File: src/ppu_pkg.sv
package ppu_pkg;

	// byte address into the 8 KiB video RAM.
	typedef logic [12:0] vram_addr_t;

	typedef logic [7:0] vram_data_t;

	// one sprite for the current line, with its tile row already resolved.
	typedef struct packed {
		logic [7:0] x;
		logic [7:0] tile;
		logic [2:0] row;
		logic xflip;
	} spr_entry_t;

	// the background map sits above the tile data, one byte per group of eight pixels.
	localparam vram_addr_t MAP_BASE = 13'd6144;

	// two bitplane bytes for each of the eight rows of a tile.
	localparam int TILE_BYTES = 16;

endpackage
File: src/vram_bus_if.sv
interface vram_bus_if;

	logic req_valid;
	logic req_ready;
	ppu_pkg::vram_addr_t addr;
	ppu_pkg::vram_data_t rdata;
	logic rvalid;

	modport requester (
		output req_valid,
		output addr,
		input req_ready,
		input rdata,
		input rvalid
	);

	modport arbiter (
		input req_valid,
		input addr,
		output req_ready,
		output rdata,
		output rvalid
	);

endinterface

File: src/sprite_fetcher.sv
module sprite_fetcher (
	input logic clkpipe,
	input logic arst_n,
	input logic spr_valid,
	input ppu_pkg::spr_entry_t spr_entry,
	input logic spr_go,
	input logic line_start,
	output logic spr_ready,
	output logic spr_pending,
	output logic [7:0] head_x,
	vram_bus_if.requester bus,
	output ppu_pkg::vram_data_t spr_lo,
	output ppu_pkg::vram_data_t spr_hi,
	output logic spr_xflip,
	output logic spr_load,
	output logic spr_done
);

	typedef enum logic [1:0] {
		SP_IDLE,
		SP_LO,
		SP_HI
	} sp_state_t;

	sp_state_t state;
	logic active;
	logic full;
	logic pend;
	logic got;
	logic take;
	ppu_pkg::spr_entry_t entry;
	ppu_pkg::vram_addr_t row_addr;

	assign spr_ready = active && !full;
	assign take = spr_valid && spr_ready;

	// an entry being offered right now already counts as the head, so a sprite
	// that follows another at the same x is seen before the next pixel leaves.
	assign spr_pending = full || take;
	assign head_x = full ? entry.x : spr_entry.x;

	assign row_addr = ppu_pkg::vram_addr_t'(entry.tile) * ppu_pkg::vram_addr_t'(ppu_pkg::TILE_BYTES)
		+ ppu_pkg::vram_addr_t'({entry.row, 1'b0});
	assign bus.addr = (state == SP_HI) ? row_addr + 1'b1 : row_addr;
	assign bus.req_valid = (state != SP_IDLE) && !pend;
	assign got = bus.rvalid && pend;

	assign spr_done = spr_load;

	always_ff @(posedge clkpipe or negedge arst_n) begin
		if (!arst_n) begin
			state <= SP_IDLE;
			active <= 1'b0;
			full <= 1'b0;
			pend <= 1'b0;
			spr_load <= 1'b0;
		end else begin
			spr_load <= 1'b0;
			if (line_start) begin
				state <= SP_IDLE;
				active <= 1'b1;
				full <= 1'b0;
				pend <= 1'b0;
			end else begin
				if (got) begin
					pend <= 1'b0;
				end else if (bus.req_valid && bus.req_ready) begin
					pend <= 1'b1;
				end
				case (state)
					SP_IDLE: begin
						if (spr_go && spr_pending) begin
							state <= SP_LO;
						end
					end
					SP_LO: begin
						if (got) begin
							state <= SP_HI;
						end
					end
					default: begin
						if (got) begin
							state <= SP_IDLE;
							full <= 1'b0;
							spr_load <= 1'b1;
						end
					end
				endcase
			end
			if (take) begin
				full <= 1'b1;
			end
		end
	end

	always_ff @(posedge clkpipe) begin
		if (take) begin
			entry <= spr_entry;
		end
		if (got && state == SP_LO) begin
			spr_lo <= bus.rdata;
		end
		if (got && state == SP_HI) begin
			spr_hi <= bus.rdata;
			spr_xflip <= entry.xflip;
		end
	end

endmodule

File: src/flat_wrapper.sv
// flat-port wrapper written by rule: the top's interface ports become plain ports
module sprite_fetcher_flat 
  (clkpipe, arst_n, spr_valid, spr_entry, spr_go, line_start, spr_ready, spr_pending, head_x, spr_lo, spr_hi, spr_xflip, spr_load, spr_done, bus_req_valid, bus_addr, bus_req_ready, bus_rdata, bus_rvalid);
  vram_bus_if bus_i ();
  input logic clkpipe;
  input logic arst_n;
  input logic spr_valid;
  input ppu_pkg::spr_entry_t spr_entry;
  input logic spr_go;
  input logic line_start;
  output logic spr_ready;
  output logic spr_pending;
  output logic [7:0] head_x;
  output ppu_pkg::vram_data_t spr_lo;
  output ppu_pkg::vram_data_t spr_hi;
  output logic spr_xflip;
  output logic spr_load;
  output logic spr_done;
  output wire logic [$bits(bus_i.req_valid)-1:0] bus_req_valid;
  output wire logic [$bits(bus_i.addr)-1:0] bus_addr;
  input wire logic [$bits(bus_i.req_ready)-1:0] bus_req_ready;
  input wire logic [$bits(bus_i.rdata)-1:0] bus_rdata;
  input wire logic [$bits(bus_i.rvalid)-1:0] bus_rvalid;
  assign bus_req_valid = bus_i.req_valid;
  assign bus_addr = bus_i.addr;
  assign bus_i.req_ready = bus_req_ready;
  assign bus_i.rdata = bus_rdata;
  assign bus_i.rvalid = bus_rvalid;
  sprite_fetcher u_core (.clkpipe(clkpipe), .arst_n(arst_n), .spr_valid(spr_valid), .spr_entry(spr_entry), .spr_go(spr_go), .line_start(line_start), .spr_ready(spr_ready), .spr_pending(spr_pending), .head_x(head_x), .bus(bus_i), .spr_lo(spr_lo), .spr_hi(spr_hi), .spr_xflip(spr_xflip), .spr_load(spr_load), .spr_done(spr_done));
endmodule
File: config.mk
export PLATFORM = sky130hd
export DESIGN_NAME = sprite_fetcher_flat
export DESIGN_NICKNAME = d
export VERILOG_FILES = /design/src/ppu_pkg.sv /design/src/vram_bus_if.sv /design/src/sprite_fetcher.sv /design/src/flat_wrapper.sv
export SDC_FILE = /design/constraint.sdc
export NUM_CORES = 1
export LEC_CHECK = 0
export ABC_AREA = 1
export BUFFER_PORTS_ARGS = -buffer_cell sky130_fd_sc_hd__buf_2
export CAP_MARGIN = 20
export CELL_PAD_IN_SITES_DETAIL_PLACEMENT = 0
export CELL_PAD_IN_SITES_GLOBAL_PLACEMENT = 1
export CORE_MARGIN = 5
export CORE_UTILIZATION = 31
export DETAILED_ROUTE_END_ITERATION = 8
export PLACE_DENSITY = 0.77
export SYNTH_ARGS = -nofsm -noshare
export SYNTH_HDL_FRONTEND = slang
export SYNTH_SLANG_ARGS = --single-unit
File: constraint.sdc
create_clock -name clkpipe -period 1.5 [get_ports clkpipe]
set_clock_uncertainty 0.05 [all_clocks]
set_input_delay 0.15 -clock clkpipe [delete_from_list [all_inputs] [get_ports clkpipe]]
set_output_delay 0.15 -clock clkpipe [all_outputs]
set_load 0.005 [all_outputs]
# Word level (Yosys, flattened, before mapping)
# Cells that the tools add are included.
# Widths: inputs -> output; s select.
[classes]
eq_ne = 5
n_addsub = 2
reduce_logical = 19
bitwise_logic = 0
div = 0
mul = 0
muxes = 17
n_lt_le_gt_ge = 0
n_shift = 0
[op_table]
columns = ["op", "n"]
rows = [
  ["$add 12x4->13", 1],
  ["$add 13x1->13 const B", 1],
  ["$mux 13", 1],
  ["$mux 1", 10],
  ["$reduce_bool 3->1", 3],
  ["$logic_and 1x1->1", 8],
  ["$mux 2", 4],
  ["$mux 8", 1],
  ["$ne 3x2->1 const B", 2],
  ["$pmux 2 s2", 1],
  ["$ne 3x1->1 const B", 1],
  ["$reduce_and 3->1", 1],
  ["$eq 2x1->1 const B", 1],
  ["$eq 2x2->1 const B", 1],
  ["$logic_not 1->1", 2],
  ["$logic_not 2->1", 1],
  ["$reduce_and 2->1", 1],
  ["$reduce_bool 2->1", 1],
  ["$reduce_or 2->1", 1],
  ["$logic_or 1x1->1", 1],
]
[word_totals]
mem_bits_rw = 0
register_bits = 43
romBits = 0
out_inout_bits = 43
mem_count = 0
latchBits = 0

# Longest topological paths before layout
# Gate-level depths: netlist (run 1).
[depth]
depth_word = 8
mapped_depth = 7
mapped_depth_nobuf = 7

# Worst setup path after synthesis (run 1)
# No wires, ideal clock.
[synth_timing]
kind = "reg2reg"
from = "register u_core.full"
to = "register u_core.entry[0] (netlist name), enable pin"
stages_incl_launch_ff = 5
path_slack_ns = -0.098
path_buffers = 1
required_time_ns = 1.075
arrival_ns = 1.173
period_less_slack_ns = 1.598
path_cell_list = "dfrtp_1 buf_4 nor2_1 nand2_1 inv_1"
[synth_via]
elab_chain_cells = 3
[synth_lines]
columns = ["item", "line_no", "text"]
rows = [
  ["from (decl)", "sprite_fetcher.sv:27", "logic full;"],
  ["from (signal assigned)", "sprite_fetcher.sv:54", "full <= 1'b0;"],
  ["from (signal assigned)", "sprite_fetcher.sv:62", "full <= 1'b0;"],
  ["from (signal assigned)", "sprite_fetcher.sv:84", "full <= 1'b0;"],
  ["$logic_not 1->1", "sprite_fetcher.sv:34", "assign spr_ready = active && !full;"],
  ["$logic_and 1x1->1", "sprite_fetcher.sv:34", ""],
  ["named net spr_ready", "flat_wrapper.sv:11", "output logic spr_ready;"],
  ["$logic_and 1x1->1", "sprite_fetcher.sv:35", "assign take = spr_valid && spr_ready;"],
  ["named net u_core.take", "sprite_fetcher.sv:30", "logic take;"],
  ["to (signal assigned)", "sprite_fetcher.sv:98", "entry <= spr_entry;"],
  ["to (decl)", "sprite_fetcher.sv:31", "ppu_pkg::spr_entry_t entry;"],
]
# The timed path passes the listed nets, and every way through them passes these cells.
# A chain may end at the register's enable or synchronous reset.

# Worst setup path in the final report (run 1)
[layout_timing]
from = "register u_core.full"
to = "output port spr_pending"
[layout_via]
elab_chain_cells = 4
[layout_lines]
columns = ["item", "line_no", "text"]
rows = [
  ["$logic_not 1->1", "sprite_fetcher.sv:34", ""],
  ["$logic_and 1x1->1", "sprite_fetcher.sv:34", ""],
  ["$logic_and 1x1->1", "sprite_fetcher.sv:35", ""],
  ["$logic_or 1x1->1 *", "sprite_fetcher.sv:39", "assign spr_pending = full || take;"],
  ["to (decl)", "flat_wrapper.sv:12", "output logic spr_pending;"],
]
# Mark *: on every way between the ends. The rest lies on a longest branch, timed or not.

==> results of run 1 <==
stage by stage:
step	cell area (um2)	hold slack, ps	util, %
global placement	2050	-66.3	39.8
CTS	2400	1.14	46.6
finish	2440	13.8	47.4
floorplan	1660	-196	-
global route	2440	1.76	47.4
detailed placement	2050	-66.8	39.8
cell families after synthesis:
family	Yosys count
compound gates	5
buf+inv	24
flops	43
other cells	1
simple gates	45
cell usage after synthesis (2+ instances only):
master	count
nor2_1	6
buf_4	14
a21oi_1	2
inv_1	7
inv_2	2
dfrtp_1	6
nand2_1	32
edfxtp_1	37
registers in the layout, summed over array words and instances (netlist names):
register	cells
u_core.spr_hi	8
u_core.entry	20
u_core.spr_lo	8
u_core.full	1
u_core.pend	1
u_core.spr_xflip	1
u_core.active	1
u_core.spr_done	1
u_core.state	2
cell type report:
| cell class | instances | area, um2 |
|---|---|---|
| multi-input combinational | 51 | 249 |
| clock buffer | 5 | 68.8 |
| tap | 70 | 87.6 |
| fill | 503 | 2700 |
| sequential | 43 | 1260 |
| inverter | 10 | 43.8 |
| timing repair inverter | 1 | 7.51 |
| clock inverter | 3 | 38.8 |
| timing repair buffer | 107 | 681 |
power breakdown:
part,internal (uW),switching [uW]
registers,1380,30.0
logic,203,232
clock network,487,366
worst paths after layout:
path,start,endpoint,slack (ps),cells after the start
max in group asynchronous,arst_n,u_core.full,1100,2
hold / removal,bus_rdata[3],u_core.spr_hi[3],10,1
min in group asynchronous,arst_n,u_core.spr_done,160,2
hold reg to reg,u_core.entry[0],u_core.spr_xflip,390,0
setup reg to reg,u_core.active,u_core.entry[7],120,4
setup / recovery,u_core.full,spr_pending,110,4
worst max-delay path: cells and delay by family (launching register included):
kind	cells	cell delay, ps
flops	1	380
compound gates	1	170
buf+inv	3	350
metal layers:
layer | wire length (um) | part of all wire [%] | vias up
met2 | 1890 | 53 | 40
met5 | 0 | 0 | -
met1 | 1360 | 38 | 543
li1 | - | - | 583
met4 | 61 | 1.7 | 0
met3 | 240 | 6.8 | 7
timing repair:
item | in CTS | in global routing
gates resized for setup | 0 | 2
buffers inserted | 0 | 0
endpoints found under the setup margin | 0 | 21
hold buffers | 24 | 3
hold endpoints to repair | 35 | 3
==> flow_summary.json, run 1 <==
{
  "status": "complete, no violations",
  "grt_pass1_wl_mm": 5.82,
  "antenna_cells": 0,
  "final_hold_viol_count": 0,
  "yosysSeqAreaShare_pct": 76.6,
  "io_pins": 78,
  "wl_per_cell_um": 12.2,
  "finalWirelength_mm": 3.55,
  "ir_drop_uv": 576,
  "cts_tree": "yes",
  "syn_area_um2": 1650,
  "ys_seq_elements": 43,
  "setup_viol": 0,
  "nNetsFinal": 254,
  "grt_max_degree": 21,
  "cp_max_fo": 10,
  "synth_adder_area_share_pct": 0,
  "gr-total-overflow": 0,
  "drtIter0Drc": 56,
  "clock_latency_ps": 290,
  "power_leakage_uw": 0.00108,
  "dpl.cell_count": 254,
  "mostFrequentLayoutCells": "76 x buf_2, 37 x edfxtp_1, 32 x nand2_1, 27 x dlygate4sd3_1",
  "syn-num-nets": 153,
  "fin_tns_setup_ps": 0,
  "use_met3_pct": 4.46,
  "vias_per_cell": 4.04,
  "worstPathCellList": "buf_4, a21oi_2, inv_1, buf_2",
  "coreArea_um2": 5140,
  "synth_xor_area_share_pct": 0,
  "yosys.cell_types.count": 20,
  "slowest_stage": "dfrtp_1",
  "fin_crit_sh_pct": 92.8,
  "cts-root-buf": "clkbuf_8",
  "hold_class": "input pin to flop",
  "syn_area_per_cell_um2": 14.0,
  "ant_nets": 0,
  "hpwl_mm": 2.54,
  "io_buffer_count": 76,
  "syn_inst": 118,
  "max_freq_mhz": 718,
  "ys.flop_type": "edfxtp_1",
  "finalPower_uw": 2700,
  "rows": 26,
  "rsz0062_at_grt": "false",
  "start_util_pct": 32.0,
  "ys_warn_count": 0,
  "yosysTopAreaCellShare_pct": 67.5,
  "gp_congestion": 0.790,
  "die_h_um": 82.9,
  "critPathKind": "flop to output port",
  "ys_async_sr_fraction_pct": 14.0,
  "cts.clk_slew.worst_paths_ps": 70,
  "gr-usage-met2_pct": 19.6,
  "synth_top_family_by_area": "simple AND/OR/NAND/NOR gates",
  "synth_enable_flop_cells": 37,
  "crit_path_end_kind": "output port",
  "grt_pass1_vias": 1278,
  "layout_commonest_cell": "buf_2",
  "use_met1_pct": 10.3,
  "vias": 1173,
  "synth_compound_gate_area_share_pct": 1.90,
  "final_cells": 290,
  "areaGrowthSynthToFinish_pct": 48.0,
  "critPathMaxStageDelay_ps": 380,
  "ys_top_cells_by_area": "edfxtp_1 67%, dfrtp_1 9.1%, nand2_1 7.3%",
  "cts.path.max_buffers": 2,
  "grtUsageTotal_pct": 10.5,
  "drc": 0,
  "critPathArrivalTime_ps": 1190,
  "slew_violations": 0,
  "die-area_um2": 6870,
  "yosys.area_share.simple_pct": 12.5,
  "dr.pass1.iters": 4,
  "yosysTopAreaCell": "edfxtp_1",
  "cp.required_ps": 1300,
  "setup_slack_ps": 108,
  "start_kind": "flop",
  "antenna_found_initial": 0,
  "maxCapViolCount": 0,
  "htree_levels": 2,
  "pwr_density_cell_nw_per_um2": 1110,
  "cts_buffers": 5,
  "place_ws_ps": 106,
  "drive_gt1_share_pct": 45.0,
  "grt.busiest_layer": "met2",
  "synthMuxAreaShare_pct": 0,
  "cts_sinks": 43,
  "die_x_um": 82.9,
  "fin_crit_ps": 1390
}
Power figures use the tool's default switching activity.
==> run 2: changes to the inputs <==
- CORE_UTILIZATION: 31 -> 33
- CTS_BUF_LIST: not set -> sky130_fd_sc_hd__clkbuf_4
- PLACE_DENSITY: 0.77 -> 0.81
- SLEW_MARGIN: not set -> 20
==> flow_summary.json, run 2 (synthesis gave the netlist of run 1 again) <==
{
  "dpl_cell_area_um2": 2040,
  "gp_congestion": 0.736,
  "fin_crit_ps": 1440,
  "cts-root-buf": "clkbuf_4",
  "cts.path.max_buffers": 2,
  "cts_sinks": 43,
  "vias_per_cell": 4.02,
  "pwr-share-seq_pct": 57.3,
  "wl_per_cell_um": 12.6,
  "hold_class": "input pin to async pin",
  "fillCellCount": 428,
  "fin_tns_setup_ps": 0,
  "grt_pass1_vias": 1196,
  "gr-total-overflow": 0,
  "antenna_cells": 0,
  "mostFrequentLayoutCells": "77 x buf_2, 37 x edfxtp_1, 31 x dlygate4sd3_1, 29 x nand2_1",
  "drive_gt1_share_pct": 46.9,
  "p_sw_share_pct": 27.1,
  "drtIter0Drc": 8,
  "setup_viol": 0,
  "nNetsFinal": 262,
  "postLayoutCellArea_um2": 2480,
  "areaGrowthSynthToFinish_pct": 50.5,
  "final_hold_viol_count": 0,
  "start_kind": "flop",
  "switching_power_uw": 667,
  "cts_tree": "yes",
  "coreArea_um2": 4790,
  "grtUsageTotal_pct": 11.4,
  "cts.clk_slew.worst_paths_ps": 130,
  "power_leakage_uw": 0.00109,
  "clkPwrFrac_pct": 23.3,
  "reg_top3": "u_core.entry (20), u_core.spr_hi (8), u_core.spr_lo (8)",
  "rsz0062_at_grt": "true",
  "die_h_um": 80.6,
  "comb_power_share_pct": 19.4,
  "internal_power_uw": 1800,
  "critPathArrivalTime_ps": 1240,
  "pwr_density_cell_nw_per_um2": 995,
  "fin_crit_sh_pct": 96.3,
  "drc": 0,
  "hpwl_mm": 2.51,
  "status": "complete, no violations",
  "grt_pass1_wl_mm": 5.41,
  "die-area_um2": 6500,
  "top_register": "u_core.entry",
  "cp_max_fo": 6,
  "finalWirelength_mm": 3.72,
  "start_util_pct": 34.4,
  "max_freq_mhz": 692,
  "cts_buffers": 5,
  "layout_commonest_cell": "buf_2",
  "antenna_found_initial": 0,
  "rows": 25,
  "critPathMaxStageDelay_ps": 430,
  "dr.pass1.iters": 4,
  "slew_violations": 0,
  "setup_slack_ps": 55.3,
  "crit_family": "flip-flops",
  "io_pins": 78,
  "io_buffer_count": 76,
  "slowest_stage": "dfrtp_1",
  "die_x_um": 80.6,
  "largest_register_ffs": 20,
  "clock_latency_ps": 350,
  "cp.required_ps": 1300,
  "htree_levels": 2,
  "grt_max_degree": 21,
  "maxCapViolCount": 0,
  "ir_drop_uv": 426,
  "critPathKind": "flop to output port",
  "ant_nets": 0,
  "final_util_pct": 51.8,
  "place_ws_ps": 56.1,
  "crit_path_end_kind": "output port",
  "vias": 1185,
  "worstPathCellList": "buf_6, a21oi_4, inv_1, buf_2",
  "path_buf_inv": 3
}
==> run 2: cell count changes in the layout (fill, tap and decap cells not counted), moves of 2 or more <==
cell           delta
clkbuf_8          -5
clkbuf_4          +5
nand2_2           +3
nand2_1           -3
clkinvlp_4        +2
dlygate4sd3_1     +4
==> run 2: area by class of cell <==
type | instances | area, um2 | area share, %
sequential | 43 | 1260 | 50.9
timing repair buffer | 114 | 744 | 30.1
multi-input combinational | 51 | 264 | 10.7
tap | 67 | 83.8 | 3.38
inverter | 10 | 48.8 | 1.97
clock buffer | 5 | 37.5 | 1.52
clock inverter | 3 | 23.8 | 0.960
timing repair inverter | 2 | 13.8 | 0.556
==> run 2: what timing repair did <==
action | 4_1_cts | 5_1_grt
gates resized for setup | 1 | 8
endpoints found under the setup margin | 2 | 29
pin swaps | 0 | 1
cloned | 0 | 3
buffers inserted | 0 | 2
hold buffers | 31 | 0
hold endpoints to repair | 45 | 0
==> run 2: power groups by stage <==
stage	registers, uW	logic, uW	clock network (uW)
after global placement	1440	375	0
after detailed placement	1440	379	0
after CTS	1410	445	602
final	1410	478	575
after global routing	1420	529	656
after floorplan	1430	228	0
==> run 2: worst paths after layout <==
path	endpoint	start	slack (ps)	cells after the start
min in group clkpipe	u_core.state[0]	spr_go	90	5
max in group asynchronous	u_core.state[1]	arst_n	1170	2
min reg2reg	u_core.spr_xflip	u_core.entry[0]	390	0
max reg2reg	u_core.entry[7]	u_core.active	80	4
max	spr_pending	u_core.full	60	4
min	u_core.spr_done	arst_n	90	2
==> run 2: stage by stage <==
| step | hold WS, ps | std cells | power (uW) |
|---|---|---|---|
| after floorplan | -196 | 118 | 1660 |
| after global placement | -70.2 | 251 | 1810 |
| after detailed placement | -67.2 | 251 | 1820 |
| after CTS | 54.2 | 290 | 2460 |
| after global routing | 78.6 | 295 | 2600 |
| final | 91.6 | 295 | 2470 |
==> run 2: metal layers <==
| layer | GRT usage, % | share of wire (%) | vias up |
|---|---|---|---|
| li1 | - | - | 598 |
| met5 | 0 | 0 | - |
| met3 | 3.25 | 5.2 | 2 |
| met1 | 11.6 | 38 | 546 |
| met4 | 5.07 | 0.73 | 0 |
| met2 | 21.4 | 56 | 39 |
