`src/ppu_pkg.sv`:
```
package ppu_pkg;

	// byte address into the 8 KiB video RAM.
	typedef logic [12:0] vram_addr_t;

	typedef logic [7:0] vram_data_t;

	// one sprite for the current line, with its tile row already resolved.
	typedef struct packed {
		logic [7:0] x;
		logic [7:0] tile;
		logic [2:0] row;
		logic xflip;
	} spr_entry_t;

	// the background map sits above the tile data, one byte per group of eight pixels.
	localparam vram_addr_t MAP_BASE = 13'd6144;

	// two bitplane bytes for each of the eight rows of a tile.
	localparam int TILE_BYTES = 16;

endpackage
```
`src/pixel_mixer.sv`:
```
module pixel_mixer #(
	parameter int LINE_PIXELS = 160
) (
	input logic clkpipe,
	input logic arst_n,
	input logic line_start,
	input ppu_pkg::vram_data_t bg_lo,
	input ppu_pkg::vram_data_t bg_hi,
	input logic bg_done,
	input logic spr_pending,
	input logic [7:0] head_x,
	input logic spr_done,
	input logic spr_pix_lo,
	input logic spr_pix_hi,
	input logic pix_ready,
	output logic fetch_req,
	output logic spr_go,
	output logic spr_shift,
	output logic pix_valid,
	output logic [1:0] pix_color,
	output logic line_busy
);

	logic [7:0] x;
	ppu_pkg::vram_data_t bg_lo_sr;
	ppu_pkg::vram_data_t bg_hi_sr;
	logic bg_ok;
	logic bg_wait;
	logic spr_wait;
	logic stall;
	logic accept;
	logic spr_hit;
	logic last_pix;
	logic [1:0] bg_color;
	logic [1:0] spr_color;

	assign stall = pix_valid && !pix_ready;
	assign accept = pix_valid && pix_ready;
	assign spr_hit = spr_pending && (head_x == x);
	assign last_pix = (x == 8'(LINE_PIXELS - 1));

	assign fetch_req = line_busy && !bg_ok && !bg_wait && !stall;
	// a sprite is only fetched while no pixel is offered, so pix_color cannot move.
	assign spr_go = line_busy && spr_hit && !spr_wait && !pix_valid;
	assign spr_shift = accept;

	assign bg_color = {bg_hi_sr[7], bg_lo_sr[7]};
	assign spr_color = {spr_pix_hi, spr_pix_lo};
	assign pix_color = (spr_color != 2'b00) ? spr_color : bg_color;

	always_ff @(posedge clkpipe or negedge arst_n) begin
		if (!arst_n) begin
			line_busy <= 1'b0;
			x <= '0;
			bg_ok <= 1'b0;
			bg_wait <= 1'b0;
			spr_wait <= 1'b0;
			pix_valid <= 1'b0;
		end else if (line_start) begin
			line_busy <= 1'b1;
			x <= '0;
			bg_ok <= 1'b0;
			bg_wait <= 1'b0;
			spr_wait <= 1'b0;
			pix_valid <= 1'b0;
		end else begin
			if (fetch_req) begin
				bg_wait <= 1'b1;
			end
			if (bg_done) begin
				bg_wait <= 1'b0;
				bg_ok <= 1'b1;
			end
			if (spr_go) begin
				spr_wait <= 1'b1;
			end
			if (spr_done) begin
				spr_wait <= 1'b0;
			end
			if (accept) begin
				pix_valid <= 1'b0;
				x <= x + 1'b1;
				if (x[2:0] == 3'd7) begin
					bg_ok <= 1'b0;
				end
				if (last_pix) begin
					line_busy <= 1'b0;
				end
			end else if (line_busy && bg_ok && !spr_wait && !spr_hit) begin
				pix_valid <= 1'b1;
			end
		end
	end

	always_ff @(posedge clkpipe) begin
		if (bg_done) begin
			bg_lo_sr <= bg_lo;
			bg_hi_sr <= bg_hi;
		end else if (accept) begin
			bg_lo_sr <= {bg_lo_sr[6:0], 1'b0};
			bg_hi_sr <= {bg_hi_sr[6:0], 1'b0};
		end
	end

endmodule

```
`config.mk`:
```
export PLATFORM = sky130hd
export DESIGN_NAME = pixel_mixer
export DESIGN_NICKNAME = d
export VERILOG_FILES = /design/src/ppu_pkg.sv /design/src/pixel_mixer.sv
export SDC_FILE = /design/constraint.sdc
export NUM_CORES = 1
export LEC_CHECK = 0
export BUFFER_PORTS_ARGS = -buffer_cell sky130_fd_sc_hd__buf_2
export CORE_ASPECT_RATIO = 2
export CORE_UTILIZATION = 54
export DETAILED_ROUTE_END_ITERATION = 10
export GPL_TIMING_DRIVEN = 0
export HOLD_SLACK_MARGIN = 0.03
export PLACE_DENSITY = 0.82
export SYNTH_ARGS = -nofsm -noshare
export SYNTH_HDL_FRONTEND = slang
export SYNTH_SLANG_ARGS = --single-unit
```
`constraint.sdc`:
```
create_clock -name clkpipe -period 3.15 [get_ports clkpipe]
set_clock_uncertainty 0.2 [all_clocks]
set_input_delay 0.315 -clock clkpipe [delete_from_list [all_inputs] [get_ports clkpipe]]
set_output_delay 0.315 -clock clkpipe [all_outputs]
set_load 0.005 [all_outputs]
```
Word level (Yosys, flattened, before mapping)
Cells that the tools add are included.
Widths: inputs -> output; s select.
{"block": "totals", "ff_bits": 29, "in_bits": 33, "elab_cells": 62}
{"block": "classes", "add_sub_neg": 1, "eq_ne": 3, "mux": 23, "n_reduce_logical": 27}
{"operator": "$mux 8", "n": 6}
{"operator": "$mux 1", "n": 16}
{"operator": "$logic_and 1x1->1", "n": 12}
{"operator": "$reduce_bool 3->1", "n": 3}
{"operator": "$add 8x1->8 const B", "n": 1}
{"operator": "$eq 8x8->1", "n": 1}
{"operator": "$eq 8x8->1 const B", "n": 1}
{"operator": "$reduce_bool 2->1", "n": 4}
{"operator": "$logic_not 1->1", "n": 7}
{"operator": "$eq 3x3->1 const B", "n": 1}
{"operator": "$mux 2", "n": 1}
{"operator": "$reduce_and 2->1", "n": 1}

Longest topological paths before layout
Gate-level depths: netlist of run 1.
{"block": "logic_depth", "depth_word": 8, "mapped_depth": 5, "depth_no_buf": 5}

Worst setup path before layout of run 1
OpenSTA, ideal clock, no wires.
{"block": "synth_timing", "kind": "in2reg", "start": "input bg_done", "end": "register bg_hi_sr[0], enable pin", "setup_ns": 0.375, "t_arrival_ns": 1.182, "t_required_ns": 2.575, "slack_ns": 1.393, "path_stages": 3, "n_path_buf": 2, "path_cell_list": "buf_2 > buf_2 > nand2b_1"}
{"block": "synth_between", "elab_chain_cells": 1}
{"item": "from (decl)", "line": "pixel_mixer.sv:9", "rtl": "input logic bg_done,"}
{"item": "$reduce_bool 2->1 (no source line)"}
{"item": "to (signal assigned)", "line": "pixel_mixer.sv:98", "rtl": "bg_hi_sr <= bg_hi;"}
{"item": "to (signal assigned)", "line": "pixel_mixer.sv:101", "rtl": "bg_hi_sr <= {bg_hi_sr[6:0], 1'b0};"}
{"item": "to (decl)", "line": "pixel_mixer.sv:26", "rtl": "ppu_pkg::vram_data_t bg_hi_sr;"}
Every way passes these cells.
A chain may end at the register's enable or synchronous reset.

Worst setup path after layout of run 1
{"block": "layout_timing", "start": "register x[4]", "end": "output spr_go"}
{"block": "layout_between", "elab_chain_cells": 5}
{"item": "from (decl)", "line": "pixel_mixer.sv:24", "rtl": "logic [7:0] x;"}
{"item": "from (signal assigned)", "line": "pixel_mixer.sv:82", "rtl": "x <= x + 1'b1;"}
{"item": "$eq 8x8->1", "line": "pixel_mixer.sv:39", "rtl": "assign spr_hit = spr_pending && (head_x == x);"}
{"item": "$logic_and 1x1->1", "line": "pixel_mixer.sv:39"}
{"item": "$logic_and 1x1->1 (3 in a row)", "line": "pixel_mixer.sv:44", "rtl": "assign spr_go = line_busy && spr_hit && !spr_wait && !pix_valid;"}
{"item": "to (decl)", "line": "pixel_mixer.sv:17", "rtl": "output logic spr_go,"}
Every way passes these cells.

==> metrics.txt, run 1 <==
outcome=complete, no violations; placed instance count=178; synthesized-area fraction occupied by and/or/nand/nor cells=14.6%; total power=0.000811 W; Synth cell types=30; Max Fclk=0.462 GHz; worst r2r src=pix_valid; placed inst area=1630 µm²; mux cell area share after synthesis=11.2%; gpl congestion=0.829; Crit Path Class=register to output port; total grt overflow=0; routing usage on met3=3.28%; ranking of synthesized cells by area=edfxtp_1, dfrtp_1, mux2_2; Final Net Count=194; Post-CTS Resized=0; DRT Pass-1 Iters=4; Via density=5.53; grt met2 use=40.5%; wirelength, routed=2750 µm; Core Util, Final=71.4%; main combinational cell family by area after synthesis=simple AND/OR/NAND/NOR gates; DIE HEIGHT=74.1 µm; CTS H-tree depth=2; GRT Overall Usage=22.6%; initial core utilization=58.3%; Via Count=1035; post-route insts no fill=187; Data required, critical path=2.63 ns; Reg clk slew, reported paths=0.06 ns; io pins=40; Arr. time, crit path=1.65 ns; initial DRC count=17; final hold vios=0; Cell Area, Synth=1400 µm²; clock root buffer=clkbuf_8; final setup fails=0; row count=25; Synth Instances=113; setup TNS=0 ns; FF-to-FF path depth=2; vias in the first global route=1024; core area=2410 µm²; CTS Sinks=29; Post-Synth XOR/XNOR Area=8.73%; compound-cell area share of the yosys netlist=4.19%; DIE WIDTH=38.1 µm; clock buffer depth=2; Startpoint Class=register; layout cells sized above 1=40.0%; Slew Limit Headroom=52.0%; net count after synthesis=148; met1 usage=23.2%; adder-cell share of the synthesized area=1.78%; Skew-Pair Late Insertion Delay=0.28 ns; main flop type after synthesis=edfxtp_1; pin count of the biggest net entering global routing=17; die area=2820 µm²; Yosys top cell area share=34.2%; VDD IR-drop max=0.389 mV; CP startpoint=x[4]; Antenna diodes=0; Max FO, Critical Path=6; Final Cycle Share=68.8%; global-route wire length before repair=4360 µm; post-synth top area cell=edfxtp_1; Min-Delay Path Class=input port to register; PwrDens=471 nW/µm²; CTS Buf Count=5; reg2reg end=bg_lo_sr[1]; gr busiest metal=met2; TritonCTS clock tree=done; #FFs+latches synth=29; worst slew pin tran=0.720 ns; Avg Inst Size Synth=12.4 µm²; port bufs=38; DRC Markers=0; RSZ-0062 raised after global routing=no; Reg2Reg Setup Slack=1.48 ns; synth warn=0; routed len/inst=14.7 µm; max_cap viols=0; Pleak=0.766 nW; Area Overhead vs Synth=22.5%; crit path capture type=output port; HPWL after detailed placement=2060 µm; Worst Setup EP=spr_go; initial antenna violation count=0; Final Cell Area=1720 µm²; number of routed nets with antenna violations=0; Seq/Total Area, Yosys=57.4%; final worst path period need=2.17 ns; asr flop ratio synth=44.8%; Final Max Tran Viols=0; Post-synth EDFFs=16
## synth_stat cells, types with 3 or more instances
cell type / number
edfxtp_1: 16
mux2_2: 14
dfrtp_1: 13
nor2_1: 10
nand2_1: 8
xor2_1: 8
xnor2_1: 6
nand4_1: 5
a21oi_1: 3
inv_1: 3
## power by group
| group | switching (W) | internal (W) | total [W] |
|---|---|---|---|
| Sequential | 0.00000877 | 0.000428 | 0.000437 |
| Combinational | 0.0000401 | 0.0000447 | 0.0000848 |
| Clock | 0.000137 | 0.000153 | 0.000289 |
| Total | 0.000186 | 0.000625 | 0.000811 |
## state kept, by name, summed over array words and instances, names as in the netlist
register,flops
bg_hi_sr,8
bg_lo_sr,8
bg_ok,1
bg_wait,1
line_busy,1
pix_valid,1
spr_wait,1
x,8
## through the flow
stage	hold slack, ns	setup WS, ns
after detailed placement	0.0197	1.12
after floorplan	-0.181	1.39
after global placement	0.0133	1.18
after global routing	0.0683	0.931
final	0.0546	0.984
after CTS	0.0488	1.00
## worst min-delay path by stage
stage | from | endpoint | slack [ns] | cells past startpoint
4_1_cts | line_start | bg_wait | 0.05 | 2
2_1_floorplan | arst_n | bg_ok | -0.18 | 0
5_1_grt | line_start | bg_wait | 0.07 | 2
3_3_place_gp | arst_n | x[7] | 0.01 | 1
6_report | line_start | bg_wait | 0.05 | 2
3_5_place_dp | arst_n | x[5] | 0.02 | 1
## cell families (layout without fill, tap and decap cells)
kind of cell / after synthesis / count (layout)
and+or+nand+nor: 38 / 38
DFF: 29 / 29
xor gates and xnor gates: 14 / 14
muxes: 14 / 14
AOI/OAI and AO/OA: 9 / 9
buffers and inverters: 7 / 54
adders and majority gates: 2 / 2
## cell usage in the layout, fill, tap and decap left out, types with 2 or more instances in the layout
| master | count |
|---|---|
| a21o_1 | 2 |
| a21oi_1 | 3 |
| and2_1 | 2 |
| buf_2 | 40 |
| clkbuf_8 | 5 |
| clkinv_2 | 2 |
| dfrtp_1 | 13 |
| edfxtp_1 | 16 |
| ha_1 | 2 |
| inv_1 | 3 |
| mux2_2 | 14 |
| nand2_1 | 8 |
| nand4_1 | 5 |
| nor2_1 | 10 |
| nor2b_1 | 2 |
| nor3_1 | 2 |
| nor3b_1 | 2 |
| xnor2_1 | 6 |
| xor2_1 | 8 |
## repair_timing
item,in CTS,in global routing
hold endpoints to repair,13,0
buffers inserted,0,0
hold buffers,1,0
## per-layer routing
layer | vias to the layer above | share of wire [%]
met3 | 8 | 3.9
li1 | 493 | -
met5 | - | 0
met2 | 34 | 59
met1 | 500 | 35
met4 | 0 | 2.6
## area by class of cell
type	count	area, µm²
inverters	4	15.0
fillers	185	688
flip-flops and latches	29	806
clock buffers	6	72.6
clock inverters	2	10.0
well taps	27	33.8
plain buffers	3	13.8
multi-input cells	77	569
repair buffers	39	200
## worst max-delay path, stage by stage (launching register included)
cell	delay (ns)
dfrtp_1	0.45
xor2_1	0.20
nor3_2	0.23
nand3_2	0.12
nor3_1	0.23
buf_2	0.15
No activity file was read; power rests on OpenSTA's default activity.
==> inputs of run 2 (changes only) <==
--- a/config.mk
+++ b/config.mk
@@ -7,11 +7,11 @@
 export LEC_CHECK = 0
 export BUFFER_PORTS_ARGS = -buffer_cell sky130_fd_sc_hd__buf_2
 export CORE_ASPECT_RATIO = 2
-export CORE_UTILIZATION = 54
+export CORE_UTILIZATION = 51
 export DETAILED_ROUTE_END_ITERATION = 10
 export GPL_TIMING_DRIVEN = 0
 export HOLD_SLACK_MARGIN = 0.03
-export PLACE_DENSITY = 0.82
+export PLACE_DENSITY = 0.79
 export SYNTH_ARGS = -nofsm -noshare
 export SYNTH_HDL_FRONTEND = slang
 export SYNTH_SLANG_ARGS = --single-unit
==> constraint.sdc (replaced) <==
create_clock -name clkpipe -period 2.1 [get_ports clkpipe]
set_clock_uncertainty 0.2 [all_clocks]
set_input_delay 0.21 -clock clkpipe [delete_from_list [all_inputs] [get_ports clkpipe]]
set_output_delay 0.21 -clock clkpipe [all_outputs]
set_load 0.005 [all_outputs]
==> run 2 against run 1 <==
Sequential power up 50%. Sequential share of layout area decreased by 1.4 points. Wire length up 5.0%. Cell area rose by 3.0%. First-iteration DRC count up 71%. Critical path depth stayed put. Global-route usage is 0.50 points higher. Combinational power increased by 58%. Clock power is 51% higher. Final cell count rose by 3.2%. Highest routed layer unchanged.
==> metrics.txt, run 2 (same netlist as run 1, synthesis figures left out) <==
DIE WIDTH=39.1 µm (+2.7%); max_cap viols=0 (unchanged); hold endpoint=bg_hi_sr[4]; Max FO, Critical Path=6 (unchanged); Reg2Reg Setup Slack=0.42 ns (-1.06 ns); final hold vios=0 (unchanged); Crit Path Class=register to output port; row count=26 (+4.0%); gr busiest metal=met2; layout cells sized above 1=38.8% (-1.2 points); DIE HEIGHT=76.2 µm (+2.8%); most common cell after layout, fill and taps aside=buf_2; met1 usage=20.5% (-2.7 points); PwrDens=691 nW/µm² (+47%); core area=2570 µm² (+6.7%); worst slew pin tran=0.716 ns (-0.00440 ns); reg2reg end=bg_lo_sr[6]; RSZ-0062 raised after global routing=no; CTS Sinks=29 (unchanged); number of routed nets with antenna violations=0 (unchanged); CTS Buf Count=5 (unchanged); hold path cells=2 (unchanged); port bufs=38 (unchanged); final setup fails=0 (unchanged); Data required, critical path=1.69 ns (-0.94 ns); Pleak=0.787 nW (+2.7%); GRT Overall Usage=23.1% (+0.50 points); setup TNS=0 ns (unchanged); Area Overhead vs Synth=26.2%; Max Fclk=0.516 GHz; routing usage on met3=5.25% (+2.0 points); die area=2980 µm² (+5.6%); pin count of the biggest net entering global routing=17 (unchanged); Min Hold Slack=0.0378 ns (-0.0168 ns); crit path capture type=output port; routed len/inst=15.0 µm (+1.8%); Top Registers=bg_hi_sr x8, bg_lo_sr x8, x x8; HPWL after detailed placement=2200 µm (+6.8%); placed inst area=1630 µm² (about the same); Antenna diodes=0 (unchanged); outcome=complete, no violations; total power=0.00123 W (+51%); Layout fillers=208 (+12%); Final Cell Area=1770 µm² (+3.0%); Slew Limit Headroom=52.3% (+0.29 points); grt met2 use=43.2% (+2.7 points); Skew-Pair Late Insertion Delay=0.28 ns (about the same); worst r2r src=pix_valid; io pins=40 (unchanged); Reg clk slew, reported paths=0.06 ns (about the same); Final Max Tran Viols=0 (unchanged); gpl congestion=0.769 (-7.2%); Final Cycle Share=92.3%; DRC Markers=0 (unchanged); CTS H-tree depth=2 (unchanged); placed instance count=179 (+0.56%); DRT Pass-1 Iters=3 (-1); Via density=5.33 (-3.7%); vias in the first global route=1100 (+7.4%); Arr. time, crit path=1.53 ns (-0.12 ns); global-route wire length before repair=4730 µm (+8.4%); VDD IR-drop max=0.522 mV (+34%); FF-to-FF path depth=2 (unchanged); initial antenna violation count=0 (unchanged); hold path startpoint=bg_hi[4]; Final Net Count=199 (+2.6%); clock root buffer=clkbuf_8; Startpoint Class=register; initial core utilization=54.6% (-3.7 points); Via Count=1029 (-0.58%); total grt overflow=0 (unchanged); clock buffer depth=2 (unchanged); Min-Delay Path Class=input port to register; initial DRC count=29 (+12); post-route insts no fill=193 (+3.2%); TritonCTS clock tree=done; final worst path period need=1.94 ns; wirelength, routed=2890 µm (+5.0%); most frequent cells in the layout=buf_2, edfxtp_1, mux2_2, dfrtp_1, nor2_1; Post-CTS Resized=0 (unchanged)
run 2: worst max path at each step:
stage	startpoint	endpoint	depth (start not counted)
global route	x[4]	spr_go	5
floorplan	bg_done	bg_hi_sr[0]	3
detailed placement	bg_done	bg_lo_sr[7]	3
global placement	bg_done	bg_hi_sr[3]	3
finish	x[4]	spr_go	5
CTS	x[4]	spr_go	5
run 2: per-layer routing:
metal / share of wire [%] / routed length [µm]
met5: 0 / 0
met1: 33 / 944
met3: 3.8 / 111
met4: 2.3 / 65
met2: 61 / 1770
run 2: power by group:
| part | switching, W | internal (W) | total [W] |
|---|---|---|---|
| registers | 0.0000126 | 0.000642 | 0.000655 |
| logic | 0.0000613 | 0.0000731 | 0.000134 |
| clock network | 0.000207 | 0.000229 | 0.000436 |
run 2: area by class of cell:
| class | instances | area, µm² | area share, % |
|---|---|---|---|
| multi-input combinational | 77 | 569 | 32.1 |
| clock buffer | 6 | 72.6 | 4.10 |
| buffer | 3 | 13.8 | 0.777 |
| tap | 28 | 35.0 | 1.98 |
| timing repair buffer | 44 | 250 | 14.1 |
| clock inverter | 2 | 10.0 | 0.565 |
| sequential | 29 | 806 | 45.5 |
| inverter | 4 | 15.0 | 0.847 |
run 2: worst max-delay path, stage by stage, from the launching register on:
cell and delay [ns]:
dfrtp_1 0.44, xor2_1 0.19, nor3_2 0.19, nand3_2 0.11, nor3_1 0.18, buf_2 0.14
run 2: per-stage QoR:
stage                     util, %  setup slack [ns]
final                        68.9             0.161
after global routing         68.9            0.0582
after CTS                    68.9             0.138
after detailed placement     63.4             0.174
after global placement       63.4             0.228
after floorplan                 -             0.448
run 2: timing repair:
item,in CTS,in global routing
setup buffers,0,0
hold buffers,6,0
endpoints found under the hold margin,19,0
==> inputs of run 3 (changes only) <==
--- a/config.mk
+++ b/config.mk
@@ -9,7 +9,6 @@
 export CORE_ASPECT_RATIO = 2
 export CORE_UTILIZATION = 51
 export DETAILED_ROUTE_END_ITERATION = 10
-export GPL_TIMING_DRIVEN = 0
 export HOLD_SLACK_MARGIN = 0.03
 export PLACE_DENSITY = 0.79
 export SYNTH_ARGS = -nofsm -noshare
==> run 3 against run 2 <==
Critical path depth is the same. Core utilization up 2.0 points. Count of clock-buffer cells in the layout unchanged. Worst setup slack worse by 0.094 ns. Global-route usage down 0.98 points. Non-clock buffer count rose by 2. Sequential share of layout area down 1.3 points. Hold slack better by 0.0015 ns. Die area unchanged. Total power rose by 10%. Clock power is 27% higher. Register-to-register slack better by 0.09 ns. Critical path type unchanged. Critical endpoint unchanged. Largest cell class unchanged. Highest routed layer unchanged.
==> metrics.txt, run 3 (same netlist as run 1, synthesis figures left out) <==
outcome=complete, no violations; TritonCTS clock tree=done; Area Overhead vs Synth=29.9%; DRC Markers=0 (unchanged); initial DRC count=37 (+28%); Post-CTS Resized=0 (unchanged); Antenna diodes=0 (unchanged); Startpoint Class=register; CTS Buf Count=5 (unchanged); Via Count=1044 (+1.5%); Post-CTS Setup Repair Bufs=0 (unchanged); reg2reg end=pix_valid; io pins=40 (unchanged); Arr. time, crit path=1.62 ns (+0.09 ns); crit path capture type=output port; Layout fillers=188 (-9.6%); Skew-Pair Late Insertion Delay=0.28 ns (about the same); Max Fclk=0.492 GHz (-4.6%); max_cap viols=0 (unchanged); initial antenna violation count=0 (unchanged); HPWL after detailed placement=2010 µm (-8.6%); clock root buffer=clkbuf_8; worst r2r src=x[4]; pin count of the biggest net entering global routing=20 (+3); most frequent cells in the layout=buf_2, edfxtp_1, mux2_2, dfrtp_1, nor2_1; Data required, critical path=1.69 ns (about the same); vias in the first global route=1109 (+0.82%); Pleak=0.807 nW (+2.5%); Min Hold Slack=0.0393 ns (+0.00146 ns); initial core utilization=54.6% (unchanged); CTS H-tree depth=2 (unchanged); final worst path period need=2.03 ns (+0.0938 ns); final setup fails=0 (unchanged); wirelength, routed=2830 µm (-1.9%); Final Cell Area=1820 µm² (+3.0%); Reg2Reg Setup Slack=0.51 ns (+0.09 ns); RSZ-0062 raised after global routing=no; clock buffer depth=2 (unchanged); setup TNS=0 ns (unchanged); global-route wire length before repair=4560 µm (-3.5%); worst slew pin tran=0.364 ns (-0.351 ns); VDD IR-drop max=0.682 mV (+31%); layout cells sized above 1=37.7% (-1.1 points); DIE HEIGHT=76.2 µm (unchanged); most common cell after layout, fill and taps aside=buf_2; Net Sw Power=0.000279 W (-0.73%); DRT Pass-1 Iters=4 (+1); row count=26 (unchanged); placed inst area=1630 µm² (about the same); Final Max Tran Viols=0 (unchanged); Comb power frac=10.3% (-0.7 points); FF-to-FF path depth=4 (+2); Core Util, Final=71.0% (+2.0 points); Cell Int Power=0.00107 W (+13%); Via density=5.35 (+0.42%); CP startpoint=x[4]; PwrDens=739 nW/µm² (+6.8%); DIE WIDTH=39.1 µm (unchanged); Seq pwr share=48.6% (-4.9 points); hold path cells=2 (unchanged); Slew Limit Headroom=75.7% (+23 points); Reg clk slew, reported paths=0.06 ns (about the same); Final Net Count=201 (+1.0%); Min-Delay Path Class=input port to register; core area=2570 µm² (unchanged); port bufs=39 (+2.6%); GRT Overall Usage=22.1% (-0.98 points); Final Cycle Share=96.8% (+4.5 points); Top Registers=bg_hi_sr x8, bg_lo_sr x8, x x8; Crit Path Class=register to output port; Worst Setup EP=spr_go; routed len/inst=14.5 µm (-2.9%); Max FO, Critical Path=6 (unchanged); CTS Sinks=29 (unchanged); total grt overflow=0 (unchanged); Clock power frac=41.1% (+5.5 points); sw frac=20.7% (-2.2 points); gpl congestion=0.779 (+1.2%); die area=2980 µm² (unchanged); number of routed nets with antenna violations=0 (unchanged); final hold vios=0 (unchanged)
run 3: worst max-delay path, cell delays in order (launching register included):
cell	delay [ns]
dfrtp_1	0.45
xor2_1	0.20
nor3_2	0.23
nand3_2	0.11
nor3_1	0.21
buf_2	0.15
run 3: worst min path at each step:
stage | start | to | slack [ns]
global route | bg_hi[3] | bg_hi_sr[3] | 0.03
floorplan | arst_n | bg_ok | -0.29
detailed placement | arst_n | x[6] | -0.09
finish | bg_hi[1] | bg_hi_sr[1] | 0.04
global placement | arst_n | x[6] | -0.09
CTS | bg_hi[1] | bg_hi_sr[1] | 0.03
run 3: area by class of cell:
type                    count  area, µm²  area share (%)
clock buffers               6       72.6            3.98
clock inverters             2       33.8            1.85
inverters                   4       15.0           0.823
multi-input cells          77        569            31.2
flip-flops and latches     29        806            44.2
well taps                  28       35.0            1.92
repair buffers             49        293            16.0
run 3: what timing repair did:
action	in CTS	in global routing
setup endpoints to repair	0	0
endpoints found under the hold margin	21	0
hold buffers	9	0
run 3: per-layer routing:
metal / share of wire, % / vias up / track usage, %
li1: - / 507 / -
met1: 35 / 495 / 22.7
met2: 58 / 38 / 38.7
met3: 4.4 / 4 / 4.37
met4: 2.1 / 0 / 11.4
met5: 0 / - / 0
run 3: through the flow:
step	total power, W	setup slack (ns)	std cells
finish	0.00135	0.0673	195
global route	0.00140	0.0389	195
CTS	0.00137	0.0989	195
detailed placement	0.000793	0.413	178
global placement	0.000785	0.498	178
floorplan	0.000733	0.448	113
run 3: power groups by stage:
stage          registers [W]  clock network (W)   logic, W
4_1_cts             0.000655           0.000569   0.000141
6_report            0.000654           0.000554   0.000139
5_1_grt             0.000658           0.000588   0.000155
3_5_place_dp        0.000666                  0   0.000127
2_1_floorplan       0.000662                  0  0.0000709
3_3_place_gp        0.000664                  0   0.000121
